File: src/hdl/hsid_pkg.sv
`default_nettype none

package hsid_pkg;

  localparam int HSID_WORD_WIDTH     = 32;  // Memory word and host address
  localparam int HSID_MEM_ADDR_WIDTH = 12;  // 4096 words
  localparam int HSID_BANDS_WIDTH    = 7;   // Up to 127 bands
  localparam int HSID_LIBRARY_WIDTH  = 6;   // Up to 63 library pixels
  localparam int HSID_ACCESS_WIDTH   = HSID_BANDS_WIDTH + HSID_LIBRARY_WIDTH;
  localparam int HSID_SAMPLE_WIDTH   = 16;
  localparam int HSID_SSE_WIDTH      = 40;  // Sum of squared differences

  // One memory word, seen raw or as two band samples (even band in the low half)
  typedef union packed {
    logic [HSID_WORD_WIDTH-1:0]              raw;
    logic [1:0][HSID_SAMPLE_WIDTH-1:0]       sample;
  } hsid_pack_u;

  typedef enum logic [2:0] {
    IDLE,
    CONFIG,
    START_READ_CAPTURED,
    READ_CAPTURED,
    START_READ_LIBRARY,
    READ_LIBRARY,
    CLEAR
  } hsid_state_t;

endpackage

`default_nettype wire

File: src/hdl/hsid_mem_arbiter.sv
`timescale 1ns/1ps
`default_nettype none

module hsid_mem_arbiter (
  input  logic                                     clk,
  input  logic                                     rst_n,
  input  logic                                     host_we,
  input  logic [hsid_pkg::HSID_WORD_WIDTH-1:0]     host_addr,
  input  logic [hsid_pkg::HSID_WORD_WIDTH-1:0]     host_wdata,
  input  logic                                     rd_req,
  input  logic [hsid_pkg::HSID_WORD_WIDTH-1:0]     rd_addr,
  output logic                                     rd_gnt,
  output logic                                     mem_en,
  output logic                                     mem_we,
  output logic [hsid_pkg::HSID_MEM_ADDR_WIDTH-1:0] mem_addr,
  output hsid_pkg::hsid_pack_u                     mem_wdata
);

  import hsid_pkg::*;

  assign rd_gnt = rd_req && !host_we;  // Host always wins
  assign mem_en = host_we || rd_req;
  assign mem_we = host_we;

  always_comb begin
    mem_wdata.raw = host_wdata;
    if (host_we) mem_addr = host_addr[HSID_MEM_ADDR_WIDTH-1:0];
    else mem_addr = rd_addr[HSID_MEM_ADDR_WIDTH-1:0];
  end

  // A read that loses to the host keeps its address for the retry
  a_stalled_read_held: assert property (
    @(posedge clk) disable iff (!rst_n) rd_req && !rd_gnt |=> $stable(rd_addr)
  );

endmodule

`default_nettype wire

File: config.mk
export PLATFORM = sky130hd
export DESIGN_NAME = hsid_mem_arbiter
export DESIGN_NICKNAME = d
export VERILOG_FILES = /design/src/hdl/hsid_pkg.sv /design/src/hdl/hsid_mem_arbiter.sv
export SDC_FILE = /design/constraint.sdc
export NUM_CORES = 1
export LEC_CHECK = 0
export BUFFER_PORTS_ARGS = -buffer_cell sky130_fd_sc_hd__buf_2
export CAP_MARGIN = 20
export CORE_AREA = 3 3 55 57
export DETAILED_ROUTE_END_ITERATION = 8
export DIE_AREA = 0 0 58 60
export GPL_ROUTABILITY_DRIVEN = 0
export GPL_TIMING_DRIVEN = 0
export PLACE_DENSITY = 0.75
export SLEW_MARGIN = 5
export SYNTH_ARGS = -nofsm -noshare
export SYNTH_HDL_FRONTEND = slang
export SYNTH_SLANG_ARGS = --single-unit
File: constraint.sdc
create_clock -name vclk -period 2.2
set_clock_uncertainty 0.1 [all_clocks]
set_input_delay 0.33 -clock vclk [all_inputs]
set_output_delay 0.33 -clock vclk [all_outputs]
set_load 0.05 [all_outputs]
== Yosys cells after proc, flatten, opt, wreduce, memory -nomap -nowiden ==
Index checks and enable logic that the tools add are counted.

* Muxes and demuxes: 1
* Reduce and logical (&&, ||, !) cells: 3

{| class="wikitable"
|+ Operator list
! kind !! count
|-
| $mux W12 || 1
|-
| $logic_and A1 B1 Y1 || 1
|-
| $logic_not A1 Y1 || 1
|-
| $logic_or A1 B1 Y1 || 1
|}

* Register bits after elaboration: 0
* Input bits: 100
* Word-level logic and storage cells: 4

== Longest topological paths before layout ==
Gate-level depths: netlist (run 1).

* Depth after elaboration: 2
* Depth in mapped cells: 2

== Worst setup path after synthesis (run 1) ==
No wires, ideal clock.

* Path kind: input -> output
* Start: input port host_we
* End: output port mem_addr[10] in the netlist's numbering
* Data arrival time: 893 ps
* Buffers on the path: 1
* Stages on the path: 2
* Path slack: 877 ps
* Cells stage by stage: buf_6 mux2_2

* Longest elaborated chain between the ends: 1

{| class="wikitable"
|+ Ends and longest elaborated chain
! item !! RTL line !! text
|-
| start, declared || hsid_mem_arbiter.sv:7 || <nowiki>input logic host_we,</nowiki>
|-
| $mux W12 || hsid_mem_arbiter.sv:27 || <nowiki>if (host_we) mem_addr = host_addr[HSID_MEM_ADDR_WIDTH-1:0];</nowiki>
|-
| end, declared || hsid_mem_arbiter.sv:15 || <nowiki>output logic [hsid_pkg::HSID_MEM_ADDR_WIDTH-1:0] mem_addr,</nowiki>
|}

Every way passes these cells.

== Worst setup path in the final report (run 1) ==
* Start: input port host_we
* End: output port mem_addr[6] in the netlist's numbering

Same word-level chain as after synthesis.

==> results of run 1 <==
per-layer routing:
metal	wire length, µm	track usage, %	up-vias	share of wire, %
met5	0	0	-	0
met4	0	0	0	0
met3	346	1.296	0	23
met2	772	15.16	67	51
met1	405	7.270	221	27
li1	-	-	268	-
logic make-up after synthesis:
| logic type | after synthesis | synth area share [%] |
|---|---|---|
| simple gates | 2 | 3.671 |
| buf+inv | 34 | 63.30 |
| mux | 12 | 33.03 |
placed cells by master (no fill, tap or decap):
cell type,n
buf_2,73
buf_4,33
mux2_2,12
buf_6,1
and2b_2,1
or2_2,1
per-stage QoR:
step	worst slack (ns)	instances	hold slack [ns]	util, %
after detailed placement	0.5541	151	0.8627	32.19
after CTS	0.5528	151	0.8629	32.19
after global routing	0.5282	151	0.8645	32.19
after global placement	0.5568	151	0.8624	32.19
after floorplan	0.8773	48	0.7271	-
final	0.5693	151	0.8621	32.19
worst max-delay path, stage by stage:
cell and delay (ns):
buf_2 0.16, buf_6 0.16, mux2_2 0.33, buf_2 0.21
synthesized netlist by cell type:
cell | number | area share (%)
buf_6 | 1 | 2.8
and2b_2 | 1 | 2.1
buf_4 | 33 | 61
mux2_2 | 12 | 33
or2_2 | 1 | 1.5
path summary, 6_finish.rpt:
kind	cells after the start	slack, ns	from	endpoint
min	2	0.86	host_wdata[12]	mem_wdata[12]
max	4	0.57	host_we	mem_addr[6]
cell type report:
| cell class | count | area (µm²) |
|---|---|---|
| multi-input cells | 14 | 150.1 |
| well taps | 30 | 37.54 |
| repair buffers | 73 | 365.4 |
| fillers | 275 | 1710 |
| plain buffers | 34 | 259.0 |
power by group:
group	switching (mW)	total (mW)	internal [mW]
sequential	0	0	0
combinational	0.219	0.324	0.104
clock	0	0	0
==> out/metrics.cfg, run 1 <==
[flow_run]
max-cap-violations=0

[yosys]
yosys_warnings=0
netlist_area_um2=409.1
ys_seq_area_share_pct=0
syn-num-nets=148
syn_inst=48
ys_types=5
avgSynthCellArea_um2=8.524

[die]
coreArea_mm2=0.002522
die_x_um=58
chipHeight_um=60
ioPinCount=147
dieArea_mm2=0.003480
initial_core_util_pct=16.22
rows=18

[cells_and_area]
syn2layout_area_growth_pct=98.47
nets=223
clkbuf_count=0
postLayoutCellArea_um2=812.0
drive_above_1_share_pct=100.0
nFlopsAndLatches=0
num_antenna_cells=0
ff_latch_area_um2=0

[timing]
drv_slew=0
rsz0062_at_grt=no
hold_violations=0
slew-limit-headroom_pct=83.18
fmax_mhz=613.2
period_needed_ns=1.631
setup_violations=0
tightest_slew_ns=0.2540
timing.final.crit_share_pct=74.12
setup_tns_ns=0

[place]
numPortBuffers=73
placement.cell_area_um2=812.0
hpwl_um=1465

[worst_setup_path]
start_kind=primary input
critical_path_arrival_ns=1.20
cp.required_ns=1.77
endpoint_kind=primary output
path_class=in2out
crit_fanout=10

[grt]
grt_pass1_vias=480
grt_max_degree=11
antenna_found_initial=0
globalRouteOverflowTotal=0
track_usage_pct=7.034
grt_pass1_wl_um=1952

[detailed_routing]
dr.pass1.iters=2
initialDrtViolationCount=5
via_per_inst=3.682
ant_nets=0
drc=0
vias=556
drt-total-wl_um=1524
avgRoutedWirePerCell_um=10.09

[status]
status=finished clean

[pwr]
power_density_mw_per_mm2=398.8
p_leak_nw=0.5062
total_power_mw=0.3239
ir_worst_vdd_mv=0.1754

[worst_hold_path]
min_path_type=in2out

[cts]
ctsResizeCount=0
post_cts_buffers=0
ctsHoldBuffers=0

(Power assumes the default switching activity.)
==> inputs of run 2 (changes only) <==
CORE_AREA = not set   (was 3 3 55 57)
CORE_MARGIN = 3   (was not set)
CORE_UTILIZATION = 16   (was not set)
DIE_AREA = not set   (was 0 0 58 60)
PLACE_DENSITY = 0.81   (was 0.75)
clock period = 1.5 ns   (was 2.2 ns; I/O delays follow)
==> run 2 against run 1 <==
Compared with the run above:
- die area is 8.0% lower
- total power is 47% higher
- worst hold slack worse by 0.21 ns
- combinational power is 47% higher
- routed wire length is 7.9% lower
- first-iteration DRC count is 20% lower
==> out/metrics.cfg, run 2 (same netlist as run 1, synthesis figures left out) <==
[worst_setup_path]
path_cells=buf_2, buf_6, mux2_2, buf_2
crit_family=buffers and inverters
start_kind=primary input
cp.required_ns=1.17
max_stage_delay_ns=0.34
slowest_stage=mux2_2
path_class=in2out
critical_path_arrival_ns=1.09
cp_num_cells=4
endpoint_kind=primary output
path_buf_inv=3
crit_fanout=10
crit_path_frequent_cell=buf_2

[detailed_routing]
drt-total-wl_um=1404
maxUsedRoutingLayer=met3
initialDrtViolationCount=4
met3_length_um=349
drc=0
vias=556
wl_met1_um=345
via_per_inst=3.732
ant_nets=0
dr.pass1.iters=2
avgRoutedWirePerCell_um=9.423
met2WireLength_um=709

[cts]
post_cts_buffers=0
ctsResizeCount=0
ctsHoldBuffers=0

[place]
numPortBuffers=73
place_inst=149
hpwl_um=1348

[grt]
grt_pass1_wl_um=1945
antenna_found_initial=0
grt_max_degree=11
globalRouteOverflowTotal=0
grt_pass1_vias=483
track_usage_pct=7.099

[die]
ioPinCount=147
initial_core_util_pct=17.65
die_x_um=56.57
chipHeight_um=56.57
coreArea_mm2=0.002318
dieArea_mm2=0.003200
rows=17

[cells_and_area]
fillers=244
drive_above_1_share_pct=100.0
nFlopsAndLatches=0
ff_latch_area_um2=0
syn2layout_area_growth_pct=97.86
mostFrequentLayoutCells=buf_2 (73), buf_4 (33), mux2_2 (12)
nets=223
clkbuf_count=0
final_common_cell=buf_2
finish.cell_count_without_fillers=149
num_antenna_cells=0

[timing]
setup_violations=0
timing.final.crit_share_pct=94.42
setup_tns_ns=0
drv_slew=0
rsz0062_at_grt=no
tightest_slew_ns=0.2538
period_needed_ns=1.416
hold_violations=0
fmax_mhz=706.1
slew-limit-headroom_pct=83.19

[flow_run]
max-cap-violations=0

[pwr]
power_density_mw_per_mm2=587.4
ir_worst_vdd_mv=0.2571
p_leak_nw=0.5062

[status]
status=finished clean

[worst_hold_path]
min_path_type=in2out
hold_depth=2

run 2: cell counts in the layout (fill, tap and decap cells not counted):
No cell type changed its count.
run 2: metal layers:
| layer | up-vias | track usage (%) |
|---|---|---|
| met5 | - | 0 |
| met1 | 217 | 6.122 |
| li1 | 268 | - |
| met4 | 0 | 0 |
| met3 | 0 | 2.989 |
| met2 | 71 | 15.35 |
run 2: power breakdown:
group | switching, mW | internal (mW)
logic | 0.322 | 0.153
registers | 0 | 0
clock network | 0 | 0
run 2: area by class of cell:
cell class / instances / area, µm² / area share [%]
plain buffers: 34 / 259.0 / 31.99
well taps: 28 / 35.03 / 4.328
repair buffers: 73 / 365.4 / 45.13
multi-input cells: 14 / 150.1 / 18.55
run 2: worst paths after layout:
check | endpoint | from | slack (ns)
worst max-delay path | mem_addr[3] | host_we | 0.08
worst min-delay path | mem_wdata[21] | host_wdata[21] | 0.65
run 2: through the flow:
stage	worst slack [ns]	utilization (%)	total power [mW]	hold slack, ns	cell area (µm²)
2_1_floorplan	0.3873	-	0.3788	0.5171	409.1
3_3_place_gp	0.07569	34.92	0.4757	0.6520	809.5
3_5_place_dp	0.07174	34.92	0.4790	0.6527	809.5
4_1_cts	0.07159	34.92	0.4793	0.6526	809.5
5_1_grt	0.04092	34.92	0.4957	0.6552	809.5
6_report	0.08369	34.92	0.4755	0.6520	809.5
