`src/hdl/hsid_pkg.sv`:
```
`default_nettype none

package hsid_pkg;

  localparam int HSID_WORD_WIDTH     = 32;  // Memory word and host address
  localparam int HSID_MEM_ADDR_WIDTH = 12;  // 4096 words
  localparam int HSID_BANDS_WIDTH    = 7;   // Up to 127 bands
  localparam int HSID_LIBRARY_WIDTH  = 6;   // Up to 63 library pixels
  localparam int HSID_ACCESS_WIDTH   = HSID_BANDS_WIDTH + HSID_LIBRARY_WIDTH;
  localparam int HSID_SAMPLE_WIDTH   = 16;
  localparam int HSID_SSE_WIDTH      = 40;  // Sum of squared differences

  // One memory word, seen raw or as two band samples (even band in the low half)
  typedef union packed {
    logic [HSID_WORD_WIDTH-1:0]              raw;
    logic [1:0][HSID_SAMPLE_WIDTH-1:0]       sample;
  } hsid_pack_u;

  typedef enum logic [2:0] {
    IDLE,
    CONFIG,
    START_READ_CAPTURED,
    READ_CAPTURED,
    START_READ_LIBRARY,
    READ_LIBRARY,
    CLEAR
  } hsid_state_t;

endpackage

`default_nettype wire

```
`src/hdl/hsid_distance_unit.sv`:
```
`timescale 1ns/1ps
`default_nettype none

module hsid_distance_unit (
  input  logic                                    clk,
  input  logic                                    rst_n,
  input  logic                                    run_start,
  input  logic                                    phase_capture,
  input  logic                                    phase_library,
  input  logic [hsid_pkg::HSID_BANDS_WIDTH-1:0]   band_packs,
  input  logic [hsid_pkg::HSID_BANDS_WIDTH-1:0]   hsp_bands,
  input  hsid_pkg::hsid_pack_u                    mem_rdata,
  input  logic                                    mem_rvalid,
  input  logic                                    done,
  input  logic                                    abort,
  output logic                                    result_valid,
  output logic [hsid_pkg::HSID_LIBRARY_WIDTH-1:0] best_index,
  output logic [hsid_pkg::HSID_SSE_WIDTH-1:0]     best_sse
);

  import hsid_pkg::*;

  hsid_pack_u                       cap_buf [2**(HSID_BANDS_WIDTH-1)];
  hsid_pack_u                       cap_pack;
  logic [HSID_BANDS_WIDTH-1:0]      pack_ptr;
  logic [HSID_LIBRARY_WIDTH-1:0]    pixel_cnt;
  logic [HSID_SSE_WIDTH-1:0]        acc;
  logic                             last_pack;
  logic                             odd_bands;
  logic signed [HSID_SSE_WIDTH-1:0] diff_lo;
  logic signed [HSID_SSE_WIDTH-1:0] diff_hi;
  logic [HSID_SSE_WIDTH-1:0]        pixel_sum;

  assign cap_pack  = cap_buf[pack_ptr[HSID_BANDS_WIDTH-2:0]];
  assign last_pack = pack_ptr == band_packs - 1'b1;
  assign odd_bands = hsp_bands != HSID_BANDS_WIDTH'(band_packs << 1);

  always_comb begin
    diff_lo = $signed(HSID_SSE_WIDTH'(mem_rdata.sample[0]))
              - $signed(HSID_SSE_WIDTH'(cap_pack.sample[0]));
    diff_hi = $signed(HSID_SSE_WIDTH'(mem_rdata.sample[1]))
              - $signed(HSID_SSE_WIDTH'(cap_pack.sample[1]));
    if (last_pack && odd_bands) diff_hi = '0;  // Upper half past the last band
    pixel_sum = acc + $unsigned(diff_lo * diff_lo) + $unsigned(diff_hi * diff_hi);
  end

  always_ff @(posedge clk or negedge rst_n) begin
    if (!rst_n) begin
      pack_ptr     <= '0;
      pixel_cnt    <= '0;
      result_valid <= 1'b0;
    end else begin
      if (run_start || abort) begin
        pack_ptr  <= '0;
        pixel_cnt <= '0;
      end else if (mem_rvalid && (phase_capture || phase_library)) begin
        pack_ptr <= last_pack ? '0 : pack_ptr + 1'b1;  // Wraps at each pixel end
        if (phase_library && last_pack) pixel_cnt <= pixel_cnt + 1'b1;
      end
      if (run_start || abort) result_valid <= 1'b0;
      else if (done) result_valid <= 1'b1;
    end
  end

  always_ff @(posedge clk) begin
    if (run_start) begin
      acc        <= '0;
      best_sse   <= '1;  // Above any reachable sum
      best_index <= '0;
    end else if (mem_rvalid && phase_capture) begin
      cap_buf[pack_ptr[HSID_BANDS_WIDTH-2:0]] <= mem_rdata;
    end else if (mem_rvalid && phase_library) begin
      if (last_pack) begin
        acc <= '0;
        if (pixel_sum < best_sse) begin  // Strict, so the lower index keeps a tie
          best_sse   <= pixel_sum;
          best_index <= pixel_cnt;
        end
      end else begin
        acc <= pixel_sum;
      end
    end
  end

  // Read data only comes back while the sequencer is in a read phase
  a_rvalid_in_phase: assert property (
    @(posedge clk) disable iff (!rst_n) mem_rvalid |-> (phase_capture || phase_library)
  );

endmodule

`default_nettype wire

```
`config.mk`:
```
export PLATFORM = sky130hd
export DESIGN_NAME = hsid_distance_unit
export DESIGN_NICKNAME = d
export VERILOG_FILES = /design/src/hdl/hsid_pkg.sv /design/src/hdl/hsid_distance_unit.sv
export SDC_FILE = /design/constraint.sdc
export NUM_CORES = 2
export LEC_CHECK = 0
export ABC_AREA = 1
export ABC_CLOCK_PERIOD_IN_PS = 20600
export CORE_MARGIN = 2
export CORE_UTILIZATION = 50
export CTS_CLUSTER_DIAMETER = 200
export DETAILED_ROUTE_END_ITERATION = 10
export DONT_BUFFER_PORTS = 1
export PLACE_DENSITY_LB_ADDON = 0.2
export SYNTH_ARGS = -nofsm -noshare
export SYNTH_HDL_FRONTEND = slang
export SYNTH_SLANG_ARGS = --single-unit
```
`constraint.sdc`:
```
create_clock -name clk -period 20.6 [get_ports clk]
set_input_delay 1.03 -clock clk [delete_from_list [all_inputs] [get_ports clk]]
set_output_delay 1.03 -clock clk [all_outputs]
set_load 0.005 [all_outputs]
```
-- After elaboration in Yosys (flattened, before gate mapping)
Memories as Yosys holds them, arrays and structs flattened.
Index checks and enable logic that the tools add are counted.
- register bits after elaboration: 100
- latch bits: 0
- memory bits (writable): 2048
- memory bits (read-only): 0
- output and inout bits: 47
- logic and storage cells: 46
- memories: 1
- memories (name ; words ; width ; rd ports ; clocked after Yosys merged registers in ; write ports ; RTL line ; RTL):
    cap_buf ; 64 ; 32 ; 1 ; 0 ; 1 ; hsid_distance_unit.sv:23 ; hsid_pack_u cap_buf [2**(HSID_BANDS_WIDTH-1)];
- add/subtract/negate cells: 7
- multipliers: 2
- div/mod/pow operators: 0
- $lt $le $gt $ge: 1
- eq/ne operators: 2
- shift operators: 0
- multiplexer cells: 13
- bitwise logic cells: 1
- reduce and logical (&&, ||, !) cells: 13
- operators by type and width (cell ; count):
    $add A40 B40 Y40 ; 2
    $mux W40 ; 2
    $lt A40 B40 Y1 ; 1
    $mul A40 B40 Y40 ; 1
    $mul A17 B17 Y34 ; 1
    $sub A16 B16 Y17 ; 2
    $mux W7 ; 3
    $mux W6 ; 3
    $add A7 B1 Y7 const B ; 1
    $eq A7 B7 Y1 ; 1
    $ne A7 B7 Y1 ; 1
    $sub A7 B1 Y7 const B ; 1
    $add A6 B1 Y6 const B ; 1
    $reduce_bool A2 Y1 ; 3
    $logic_and A1 B1 Y1 ; 5
    $mux W1 ; 5
    $reduce_and A2 Y1 ; 2
    $reduce_and A4 Y1 ; 1
    $logic_or A1 B1 Y1 ; 2
    $not A1 Y1 ; 1

-- Longest topological paths before layout
- depth in word-level cells: 8
- mapped depth: 95
- gate-level depth less buffers: 90

-- Worst setup path before layout
OpenSTA, ideal clock, no wires.
- path kind: flip-flop to flip-flop
- from: reg pack_ptr[0]
- to: reg best_sse[10] (netlist name)
- arrival: 16490 ps
- data required time: 20462 ps
- slack: 3972 ps
- cell stages (with the launch flop): 85
- path buffers: 7
- clock period less this slack: 16628 ps
- path through: dfrtp_1 > buf_4 > nor3_1 > clkbuf_1 > buf_2 > buf_1 > a22oi_1 > nand4_1 > nand2_1 > nand2_1 > a211oi_1 > nand2_1 > ha_1 > inv_1 > fa_1 > a21oi_1 > o21bai_1 > nand2_1 > [... 49 more ...] > nand3_1 > nand2_1 > o211ai_1 > nand2_1 > o211ai_1 > a21boi_0 > inv_1 > nand2_1 > and2_4 > ha_1 > a21oi_1 > o221ai_1 > a21oi_1 > nand4_1 > nor2_1 > buf_2 > buf_1 > o211ai_1
- longest elaborated chain between the ends: 7
- RTL lines (item ; RTL line ; RTL):
    start: declaration ; hsid_distance_unit.sv:25 ; logic [HSID_BANDS_WIDTH-1:0] pack_ptr;
    start signal: assignment ; hsid_distance_unit.sv:57 ; pack_ptr <= last_pack ? '0 : pack_ptr + 1'b1;
    $mem_v2 Z64 W32 or $eq A7 B7 Y1 (tied branches) ; -- ;
    $sub A16 B16 Y17 (tied with other cells) ; hsid_distance_unit.sv:40 ; - $signed(HSID_SSE_WIDTH'(cap_pack.sample[0]));
    $mul A17 B17 Y34 or $mux W40 (tied branches) ; hsid_distance_unit.sv:44, hsid_distance_unit.sv:43 ;
    $add A40 B40 Y40 or $mul A40 B40 Y40 (tied branches) ; hsid_distance_unit.sv:44 ; pixel_sum = acc + $unsigned(diff_lo * diff_lo) + $unsigned(diff_hi * diff_hi);
    $add A40 B40 Y40 (*) ; hsid_distance_unit.sv:44 ;
    net pixel_sum[39] ; hsid_distance_unit.sv:32 ; logic [HSID_SSE_WIDTH-1:0] pixel_sum;
    $lt A40 B40 Y1 (*) ; hsid_distance_unit.sv:75 ; if (pixel_sum < best_sse) begin
    $reduce_and A4 Y1 (no source line) (*) ; -- ;
    end signal: assignment ; hsid_distance_unit.sv:76 ; best_sse <= pixel_sum;
    end: declaration ; hsid_distance_unit.sv:18 ; output logic [hsid_pkg::HSID_SSE_WIDTH-1:0] best_sse
The timed path passes the listed nets; every way through them passes the cells marked *.
A chain may end at the register's enable or synchronous reset.

-- Final worst setup path
- from: reg pack_ptr[1]
- to: reg best_sse[12] (netlist name)
The elaborated chain is that of the path after synthesis.

==> run_results.csv <==
group,metric,value,unit
critical_path,cp_data_required_time,21270,ps
global_routing,grt_usage,29.8,%
detailed_routing,route.detailed.drc,0,
timing,final.setup_skew,99.1,ps
global_routing,gr-total-overflow,0,
die,die_area,220000,µm²
yosys,ys.warnings.count,0,
timing,slew_headroom,9.98,%
placement,placed_area,113000,µm²
yosys,netlist_area,108000,µm²
yosys,ys.flop_type,"edfxtp_1",
run_status,status,"finished clean",
cts,cts_tree,"done",
cts,clock-sinks,2148,
yosys,synthTopCellsByCount,"2048 x edfxtp_1, 1273 x nand2_1, 1191 x inv_1, 799 x fa_1, 355 x ha_1",
die,die_w,469,µm
detailed_routing,ant_nets,0,
cts,numCtsBuffers,210,
timing,rsz0062_at_grt,"false",
yosys,yosysUniqueCellTypes,66,
die,num_rows,170,
cts,cts_post_setup_buffers_inserted,0,
cts,clkTransAtPathRegs,60,ps
yosys,synth-seq-cells,2148,
yosys,synth_nets,9328,
placement,dp_hpwl,213000,µm
critical_path,critPathKind,"flop to flop",
placement,portBuffers,0,
timing,setup_tns,0,ps
yosys,ys_async_sr_fraction,0.652,%
die,core,215000,µm²
finish,layout.nets,9462,
global_routing,antenna_found_initial,12,
critical_path,crit_path_top_delay_cell,"fa_1",
yosys,synth_top_area_cell,"edfxtp_1",
detailed_routing,via_count,67300,
timing,final-max-slew-violation-count,0,
critical_path,critical_path.max_stage_delay,550,ps
critical_path,endpoint_kind,"flop",
placement,gp_congestion,0.948,
detailed_routing,vias_per_cell,5.97,
finish,area_growth,11.0,%
critical_path,path_delay_family,"adder cells",
global_routing,grt_pass1_vias,68400,
yosys,syn_inst,8120,
cts,cts_buffer_depth,3,
min_path,hold_class,"primary input to flop",
finish,drive_gt1_share,8.07,%
detailed_routing,wl,324000,µm
yosys,synth_edf_count,2048,
cts,cts-htree-levels,4,
timing,hold_viol,0,
timing,period_share,93.9,%
detailed_routing,drtIter0Drc,7649,
yosys,yosysSeqAreaShare,58.8,%
yosys,synth_top_area_share,56.9,%
global_routing,grt_pass1_wl,473000,µm
finish,final_area,120000,µm²
critical_path,crit_buf_inv,14,
critical_path,worst-path-max-fanout,54,
timing,max_freq,0.0517,GHz
yosys,yosysMostFrequentCell,"edfxtp_1",
timing,fin_crit,19350,ps
yosys,synth.area.top_cells,"edfxtp_1 57%, fa_1 15%, nand2_1 4.4%, inv_1 4.1%, ha_1 4.1%",
die,chipHeight,469,µm
timing,worst_pin_slew,1350,ps
die,ios,101,
global_routing,grt_max_degree,67,
critical_path,startpoint_type,"flop",
critical_path,arrival,20030,ps
cts,clock_latency,900,ps
finish,fin_util,55.9,%
detailed_routing,dr.pass1.iters,6,
job,max_cap_viol_count,0,
placement,dp_cells,10900,
detailed_routing,wl_per_cell,28.8,µm
cts,clockRootBuffer,"clkbuf_16",
timing,setup_viol,0,
critical_path,crit_top_cell,"nand2_1",
finish,fin_cells,11300,
die,initial_core_util,50.3,%
yosys,avgSynthCellArea,13.3,µm²
[worst paths after layout]
check	start	endpoint	slack (ps)	depth (start not counted)
max	pack_ptr[1]	best_sse[12]	1250	79
min	mem_rdata[1]	cap_buf[61][1]	230	0
max reg2reg	pack_ptr[1]	best_sse[12]	1250	79
min reg2reg	acc[14]	acc[14]	460	2
max in group asynchronous	rst_n	pack_ptr[2]	19150	1
min in group asynchronous	rst_n	pack_ptr[5]	780	1
[per-stage QoR]
stage          worst slack (ps)  hold slack, ps
2_1_floorplan              3970             434
3_3_place_gp                787             450
3_5_place_dp                677             455
4_1_cts                     607             191
5_1_grt                    50.8             192
6_report                   1250             231
[state kept, by name (all words and copies together), names as in the netlist]
| name | flops |
|---|---|
| best_index | 6 |
| pack_ptr | 7 |
| best_sse | 40 |
| acc | 40 |
| cap_buf | 2048 |
| pixel_cnt | 6 |
| result_valid | 1 |
[placed cells by master, fill, tap and decap left out, types with 14 or more instances in the layout]
cell type	n
a22o_1	228
nand2_1	1272
clkinv_2	39
inv_1	1191
a22oi_1	315
bufinv_16	20
a31oi_1	27
clkinv_1	60
o211ai_1	40
dfxtp_1	86
dfrtp_1	14
edfxtp_1	2048
ha_1	355
inv_2	16
nor3_1	17
nor2_1	210
o21ai_0	61
buf_12	29
xor2_1	65
a21oi_1	203
clkbuf_1	45
buf_4	202
nand3_1	65
fa_1	799
a221oi_1	222
clkbuf_16	213
xnor2_1	55
nor2_4	71
nand4_1	273
[repair_timing]
| item | CTS | global route |
|---|---|---|
| gates resized for setup | 0 | 6 |
| endpoints found under the hold margin | 14 | 0 |
| endpoints found under the setup margin | 0 | 33 |
| hold buffers | 1 | 0 |
[kinds of logic after synthesis]
| group | after synthesis | synth area share [%] |
|---|---|---|
| DFF | 2148 | 58.8 |
| and+or+nand+nor | 1978 | 7.78 |
| buffers and inverters | 1532 | 5.42 |
| AOI/OAI and AO/OA | 1187 | 8.15 |
| adders and majority gates | 1154 | 18.9 |
| xor gates and xnor gates | 121 | 0.980 |
[cell type report]
cell class,count,area [µm²]
clock inverters,129,1400
repair buffers,233,2120
inverters,1220,4580
fillers,17400,94700
diodes,5,12.5
multi-input cells,4441,39300
well taps,2838,3550
flip-flops and latches,2148,63600
clock buffers,260,5530
[routing by layer]
layer | part of all wire, % | GRT usage (%) | up-vias
met5 | 0.0083 | 0 | -
met4 | 4.7 | 12.4 | 4
met3 | 8.9 | 5.18 | 577
met2 | 47 | 48.0 | 3422
met1 | 39 | 40.3 | 34400
li1 | - | - | 28800
Power is not shown: default switching activity piles up to over one toggle a cycle in this logic, so the estimate is an artifact.
