`config.mk`:
```
export PLATFORM = sky130hd
export DESIGN_NAME = hsid_sequencer
export DESIGN_NICKNAME = d
export VERILOG_FILES = /design/src/hdl/hsid_pkg.sv /design/src/hdl/hsid_sequencer.sv
export SDC_FILE = /design/constraint.sdc
export NUM_CORES = 1
export LEC_CHECK = 0
export BUFFER_PORTS_ARGS = -buffer_cell sky130_fd_sc_hd__buf_4
export CELL_PAD_IN_SITES_DETAIL_PLACEMENT = 0
export CELL_PAD_IN_SITES_GLOBAL_PLACEMENT = 1
export CORE_MARGIN = 10
export CORE_UTILIZATION = 39
export DETAILED_ROUTE_END_ITERATION = 10
export PLACE_DENSITY_LB_ADDON = 0.1
export SLEW_MARGIN = 10
export SYNTH_ARGS = -nofsm -noshare
export SYNTH_HDL_FRONTEND = slang
export SYNTH_SLANG_ARGS = --single-unit
```
`constraint.sdc`:
```
create_clock -name clk -period 17.1 [get_ports clk]
set_input_delay 0 -clock clk [delete_from_list [all_inputs] [get_ports clk]]
set_output_delay 0 -clock clk [all_outputs]
set_load 0.02 [all_outputs]
```
`src/hdl/hsid_pkg.sv`:
```
`default_nettype none

package hsid_pkg;

  localparam int HSID_WORD_WIDTH     = 32;  // Memory word and host address
  localparam int HSID_MEM_ADDR_WIDTH = 12;  // 4096 words
  localparam int HSID_BANDS_WIDTH    = 7;   // Up to 127 bands
  localparam int HSID_LIBRARY_WIDTH  = 6;   // Up to 63 library pixels
  localparam int HSID_ACCESS_WIDTH   = HSID_BANDS_WIDTH + HSID_LIBRARY_WIDTH;
  localparam int HSID_SAMPLE_WIDTH   = 16;
  localparam int HSID_SSE_WIDTH      = 40;  // Sum of squared differences

  // One memory word, seen raw or as two band samples (even band in the low half)
  typedef union packed {
    logic [HSID_WORD_WIDTH-1:0]              raw;
    logic [1:0][HSID_SAMPLE_WIDTH-1:0]       sample;
  } hsid_pack_u;

  typedef enum logic [2:0] {
    IDLE,
    CONFIG,
    START_READ_CAPTURED,
    READ_CAPTURED,
    START_READ_LIBRARY,
    READ_LIBRARY,
    CLEAR
  } hsid_state_t;

endpackage

`default_nettype wire

```
`src/hdl/hsid_sequencer.sv`:
```
`timescale 1ns/1ps
`default_nettype none

module hsid_sequencer (
  input  logic                                    clk,
  input  logic                                    rst_n,
  input  logic                                    start,
  input  logic                                    clear,
  input  logic                                    error,
  input  logic [hsid_pkg::HSID_BANDS_WIDTH-1:0]   hsp_bands,
  input  logic [hsid_pkg::HSID_LIBRARY_WIDTH-1:0] hsp_library_size,
  input  logic [hsid_pkg::HSID_WORD_WIDTH-1:0]    captured_pixel_addr,
  input  logic [hsid_pkg::HSID_WORD_WIDTH-1:0]    library_pixel_addr,
  input  logic                                    rd_done,
  output logic                                    rd_start,
  output logic [hsid_pkg::HSID_WORD_WIDTH-1:0]    rd_base_addr,
  output logic [hsid_pkg::HSID_ACCESS_WIDTH-1:0]  rd_count,
  output logic                                    rd_abort,
  output logic                                    phase_capture,
  output logic                                    phase_library,
  output logic [hsid_pkg::HSID_BANDS_WIDTH-1:0]   band_packs,
  output logic                                    run_start,
  output logic                                    done,
  output logic                                    aborting
);

  import hsid_pkg::*;

  hsid_state_t                  state;
  hsid_state_t                  next_state;
  logic                         cancel;
  logic [HSID_WORD_WIDTH-1:0]   cfg_captured_addr;
  logic [HSID_WORD_WIDTH-1:0]   cfg_library_addr;
  logic [HSID_LIBRARY_WIDTH-1:0] cfg_library_size;

  assign cancel        = clear | error;
  assign rd_abort      = cancel;                // Level, drops the reader back to idle
  assign run_start     = state == CONFIG;
  assign phase_capture = state == READ_CAPTURED;
  assign phase_library = state == READ_LIBRARY;
  assign aborting      = state == CLEAR;

  always_comb begin
    next_state = state;
    case (state)
      IDLE:                next_state = (start && !clear) ? CONFIG : IDLE;
      CONFIG:              next_state = cancel ? CLEAR : START_READ_CAPTURED;
      START_READ_CAPTURED: next_state = cancel ? CLEAR : READ_CAPTURED;
      READ_CAPTURED: begin
        if (cancel) next_state = CLEAR;
        else if (rd_done) next_state = START_READ_LIBRARY;
      end
      START_READ_LIBRARY:  next_state = cancel ? CLEAR : READ_LIBRARY;
      READ_LIBRARY: begin
        if (cancel) next_state = CLEAR;
        else if (rd_done) next_state = IDLE;
      end
      CLEAR:               next_state = IDLE;
      default:             next_state = IDLE;
    endcase
  end

  always_ff @(posedge clk or negedge rst_n) begin
    if (!rst_n) begin
      state    <= IDLE;
      rd_start <= 1'b0;
      done     <= 1'b0;
    end else begin
      state    <= next_state;
      rd_start <= !cancel && (state == START_READ_CAPTURED || state == START_READ_LIBRARY);
      done     <= !cancel && state == READ_LIBRARY && rd_done;  // High on the first IDLE cycle
    end
  end

  // Configuration and read descriptors
  always_ff @(posedge clk) begin
    if (state == CONFIG) begin
      cfg_captured_addr <= captured_pixel_addr;
      cfg_library_addr  <= library_pixel_addr;
      cfg_library_size  <= hsp_library_size;
      band_packs        <= HSID_BANDS_WIDTH'(hsp_bands[HSID_BANDS_WIDTH-1:1])
                           + HSID_BANDS_WIDTH'(hsp_bands[0]);  // Bands / 2 rounded up
    end
    if (state == START_READ_CAPTURED) begin
      rd_base_addr <= cfg_captured_addr;
      rd_count     <= HSID_ACCESS_WIDTH'(band_packs);
    end else if (state == START_READ_LIBRARY) begin
      rd_base_addr <= cfg_library_addr;
      rd_count     <= band_packs * cfg_library_size;
    end
  end

  // Each read phase gets exactly one start
  a_single_rd_start: assert property (
    @(posedge clk) disable iff (!rst_n) rd_start |=> !rd_start
  );

endmodule

`default_nettype wire

```
Word level (Yosys, flattened, before mapping)

Index checks and enable logic that the tools add are counted.
W data, S select, Z words.

Register bits after elaboration: 127
Bits of input ports: 83

$add $sub $neg: 1
$mul: 1
Eq/ne operators: 8
Muxes and demuxes: 13
Bitwise operators: 1
Reductions and logical operators: 10

Operators by type and width:

| kind                 | count |
|---|---|
| $mux W32             | 2 |
| $mux W3              | 6 |
| $pmux W3 S6          | 1 |
| $mux W7              | 2 |
| $mul A7 B6 Y13       | 1 |
| $eq A3 B3 Y1 const B | 3 |
| $add A6 B1 Y7        | 1 |
| $eq A3 B2 Y1 const B | 2 |
| $ne A3 B2 Y1 const B | 2 |
| $logic_and A1 B1 Y1  | 4 |
| $eq A3 B1 Y1 const B | 1 |
| $logic_not A3 Y1     | 1 |
| $logic_not A1 Y1     | 2 |
| $mux W2              | 1 |
| $reduce_and A2 Y1    | 1 |
| $reduce_bool A2 Y1   | 1 |
| $logic_or A1 B1 Y1   | 1 |
| $mux W1              | 1 |
| $or A1 B1 Y1         | 1 |

Longest topological paths before layout

Depth in word-level cells: 4
Depth in mapped cells: 13
Depth with buffers taken out: 13

Worst setup path after synthesis

Ideal clock, no wire load.

Path kind: reg2reg
Start: register state[1]
End: register band_packs[0] in the netlist's numbering (enable)
Arrival: 6193 ps
Data required time: 16474 ps
Slack: 10281 ps
Stages on the path, launching flop included: 3
Path buffers: 1
Period minus slack after synthesis: 6819 ps
Cells stage by stage: dfrtp_1 -> buf_2 -> nor3_1

Word-level cells in the longest chain between the ends: 1

RTL lines:

| item                   | line                 | source |
|---|---|---|
| start, declared        | hsid_sequencer.sv:29 | `hsid_state_t state;` |
| start signal, assigned | hsid_sequencer.sv:69 | `state <= next_state;` |
| $eq A3 B1 Y1           | n/a                  |  |
| named net run_start    | hsid_sequencer.sv:22 | `output logic run_start,` |
| end signal, assigned   | hsid_sequencer.sv:81 | `band_packs <= HSID_BANDS_WIDTH'(hsp_bands[HSID_BANDS_WIDTH-1:1])` |
| end, declared          | hsid_sequencer.sv:21 | `output logic [hsid_pkg::HSID_BANDS_WIDTH-1:0] band_packs,` |

The timed path passes the listed nets, and every way through them passes these cells.
A chain may end at the register's enable or synchronous reset.

Worst setup path after layout

Start: register band_packs[3] in the netlist's numbering
End: register rd_count[9] in the netlist's numbering

Word-level cells in the longest chain between the ends: 1

RTL lines:

| item                 | line                 | source |
|---|---|---|
| $mul A7 B6 Y13       | hsid_sequencer.sv:89 | `rd_count <= band_packs * cfg_library_size;` |
| end signal, assigned | hsid_sequencer.sv:86 | `rd_count <= HSID_ACCESS_WIDTH'(band_packs);` |
| end signal, assigned | hsid_sequencer.sv:89 |  |
| end, declared        | hsid_sequencer.sv:17 | `output logic [hsid_pkg::HSID_ACCESS_WIDTH-1:0] rd_count,` |

Every way passes these cells.

==> metrics.md <==
| Metric | Value |
|---|---|
| Slew HR | `28.6%` |
| Filler cells | `1199` |
| Die width | `142 um` |
| Distinct cell type count after synthesis | `38` |
| Max Clock Skew | `6.98 ps` |
| Fin. max-slew vios | `0` |
| Logic gate share of total power | `39.5%` |
| PwrDens | `165 nW/um^2` |
| Final count of negative-setup-slack endpoints | `0` |
| Syn Inst Count | `454` |
| Clk root buf | `clkbuf_16` |
| Clock Power Share | `24.4%` |
| WP data arrival | `4180 ps` |
| Number of global-route vias before repair | `4618` |
| Worst path required time | `17430 ps` |
| Switching Share | `37.3%` |
| Internal power | `0.878 mW` |
| CTS max path bufs | `2` |
| Mapped Area | `5780 um^2` |
| DRT Pass-1 Iters | `4` |
| IO buf count | `141` |
| Final hold violation count | `0` |
| Hold Crit Class | `in -> reg` |
| All-Layer GR Usage | `15.2%` |
| Power Total | `1.40 mW` |
| DIE HEIGHT | `142 um` |
| Pin count of the biggest net entering global routing | `79` |
| Area growth syn-to-layout | `46.9%` |
| Worst path slowest cell | `fa_1` |
| Period Utilization, post-route | `22.5%` |
| Peak VDD IR | `0.120 mV` |
| DRT iter0 DRCs | `231` |
| Peak per-stage delay on the critical path | `570 ps` |
| Initial antenna violation count | `3` |
| CTS sink cnt | `127` |
| Status | `finished, final reports clean` |
| Gr ovfl total | `0` |
| Delay-heaviest family, CP | `adder cells` |
| CTS clock-pin slew for the worst setup and hold paths | `60 ps` |
| Most used cells in the layout excluding fill and tap cells | `142 x buf_4, 127 x nand2_1, 116 x edfxtp_1` |
| Critical path startpoint category | `flip-flop` |
| Leakage power | `3.65 nW` |
| RSZ-0062 raised after global routing | `false` |
| Initial Util | `39.8%` |
| Yosys reg bits | `127` |
| Drt wl/cell | `16.5 um` |
| Final min period | `3840 ps` |
| Max cap viols | `0` |
| Area of the core | `14500 um^2` |
| Vias per inst | `4.60` |
| Detail Placement HPWL | `9950 um` |
| Syn Nets | `581` |
| Psw | `0.522 mW` |
| Post-synthesis area per instance | `12.7 um^2` |
| CTS tree | `yes` |
| Top Ports | `142` |
| Share of cells above drive strength 1 | `25.2%` |
| Sequential power share | `36.1%` |
| Worst Setup End Kind | `flip-flop` |
| Die ar. | `20100 um^2` |
| Drc violations | `0` |
| Worst-margin pin slew | `1070 ps` |
| Crit path top cell by count | `fa_1` |
| Fin Setup TNS | `0 ps` |
| Worst-skew pair later-pin latency | `420 ps` |
| Synth warn | `0` |
| GP Congestion | `0.815` |
| Final nets | `820` |
| Final wirelength | `14800 um` |
| Total CTS buffers | `17` |
| Maximum clock rate | `0.260 GHz` |
| CTS HTree Levels | `4` |
| Sequential share of the synthesized area | `64.5%` |
| Post-route ant nets | `0` |
| Most common cell after layout, fill and taps aside | `buf_4` |
| Critical setup path kind | `reg -> reg` |
| PostCTS Resize Cnt | `0` |
| Crit-path cells | `and2_1 > fa_1 > inv_1 > fa_1 > fa_1 > inv_1 > ha_1 > nor2b_1 > o31a_1 > o21a_1 > o21a_1 > o31ai_2` |
| Post-CTS Setup Repair Bufs | `0` |
| Num rows | `44` |
| DR vias | `4112` |
| First-pass GRT wire length | `24000 um` |
| CP max FO | `8` |
| CP Buf/Inv Count | `2` |
[cells by family (layout without fill, tap and decap cells)]
group	Yosys count	after routing	share of synthesized area, %
other	0	3	0
buffers and inverters	46	298	3.09
adder cells (fa/ha/maj)	44	44	12.2
AO/OA/AOI/OAI	32	32	3.76
AND/OR/NAND/NOR	195	195	14.9
XOR/XNOR	10	10	1.51
flip-flops	127	127	64.5
[cell type report]
cell class | count | area [um^2] | area share, %
Multi-Input combinational cell | 281 | 1890 | 22.2
Inverter | 36 | 135 | 1.59
Clock inverter | 15 | 136 | 1.60
Tap cell | 184 | 230 | 2.71
Clock buffer | 17 | 425 | 5.01
Timing Repair Buffer | 230 | 1950 | 22.9
Sequential cell | 127 | 3730 | 43.9
Antenna cell | 3 | 7.51 | 0.0883
[sequential cells by signal (all words and copies together), names as in the netlist, 3 cells and up]
signal	cells
rd_count	13
band_packs	7
state	3
cfg_library_addr	32
cfg_captured_addr	32
rd_base_addr	32
cfg_library_size	6
[power groups by stage]
stage | logic [mW] | clock network, mW | registers (mW)
3_3_place_gp | 0.539 | 0 | 0.511
3_5_place_dp | 0.545 | 0 | 0.512
5_1_grt | 0.620 | 0.362 | 0.517
4_1_cts | 0.565 | 0.349 | 0.508
6_report | 0.553 | 0.342 | 0.506
2_1_floorplan | 0.276 | 0 | 0.575
[metal layers]
layer  wire length (um)  part of all wire, %  global-route usage [%]
met1               6560                   44                    18.8
met2               6940                   47                    24.1
met3               1110                  7.5                    6.17
met4                146                 0.99                    4.30
met5                  0                    0                       0
[Yosys cell counts]
library cell  instances  area share (%)
a211oi_1              2            0.26
a21boi_0              2            0.26
a21o_1                1            0.13
a21oi_1               7            0.61
a221oi_1              1            0.15
a22o_1                1            0.15
and2_1               33             3.6
and3_1                3            0.32
and3b_1               1            0.15
buf_2                 5            0.43
clkbuf_1              5            0.32
dfrtp_1               5             2.2
dfxtp_1               6             2.1
edfxtp_1            116              60
fa_1                 21             7.3
ha_1                 23             5.0
inv_1                36             2.3
nand2_1             127             8.2
nand2b_1              2            0.22
nand3_1               5            0.43
nand3b_1              2            0.26
nand4_1               1            0.11
nor2_1               14            0.91
nor2_2                1            0.11
nor2b_1               1            0.11
nor3_1                3            0.26
nor3b_1               1            0.13
nor4_1                1            0.11
o21a_1                4            0.52
o21ai_0               6            0.52
o21bai_1              2            0.26
o221ai_1              2            0.30
o22ai_1               1            0.11
o31a_1                1            0.15
o31ai_1               1            0.13
o31ai_2               1            0.22
xnor2_1               3            0.45
xor2_1                7             1.1
[worst paths after layout]
kind                            slack (ps)          end  cells after the start           from
worst max-delay path                 13260  rd_count[9]                     12  band_packs[3]
worst min-delay path                    70     state[2]                      5          clear
worst max register to register       13260  rd_count[9]                     12  band_packs[3]
worst min register to register         470  rd_count[8]                      2    rd_count[8]
max in group asynchronous            16410     state[2]                      3          rst_n
min in group asynchronous              500         done                      3          rst_n
[metrics by stage]
| stage | worst slack (ps) | cell area [um^2] | hold WS, ps | cells | util, % |
|---|---|---|---|---|---|
| 5_1_grt | 13020 | 8500 | 98.4 | 893 | 58.5 |
| 3_3_place_gp | 13350 | 7050 | -194 | 770 | 48.5 |
| 3_5_place_dp | 13250 | 7050 | -195 | 770 | 48.5 |
| 6_report | 13260 | 8500 | 73.1 | 893 | 58.5 |
| 4_1_cts | 13230 | 8490 | 46.0 | 890 | 58.4 |
| 2_1_floorplan | 10280 | 5780 | -296 | 454 | - |
[worst register-to-register path: cells and delay by family, from the launching register on]
| family | cells | cell delay, ps |
|---|---|---|
| buf+inv | 2 | 100 |
| compound gates | 4 | 860 |
| simple gates | 2 | 400 |
| flops | 1 | 510 |
| fa+ha+maj | 4 | 1910 |
[timing repair]
| item | CTS | global route |
|---|---|---|
| hold endpoints to repair | 87 | 0 |
| hold buffers | 88 | 0 |
| setup endpoints to repair | 0 | 0 |
Note: power is estimated with default switching activity, not from simulation.
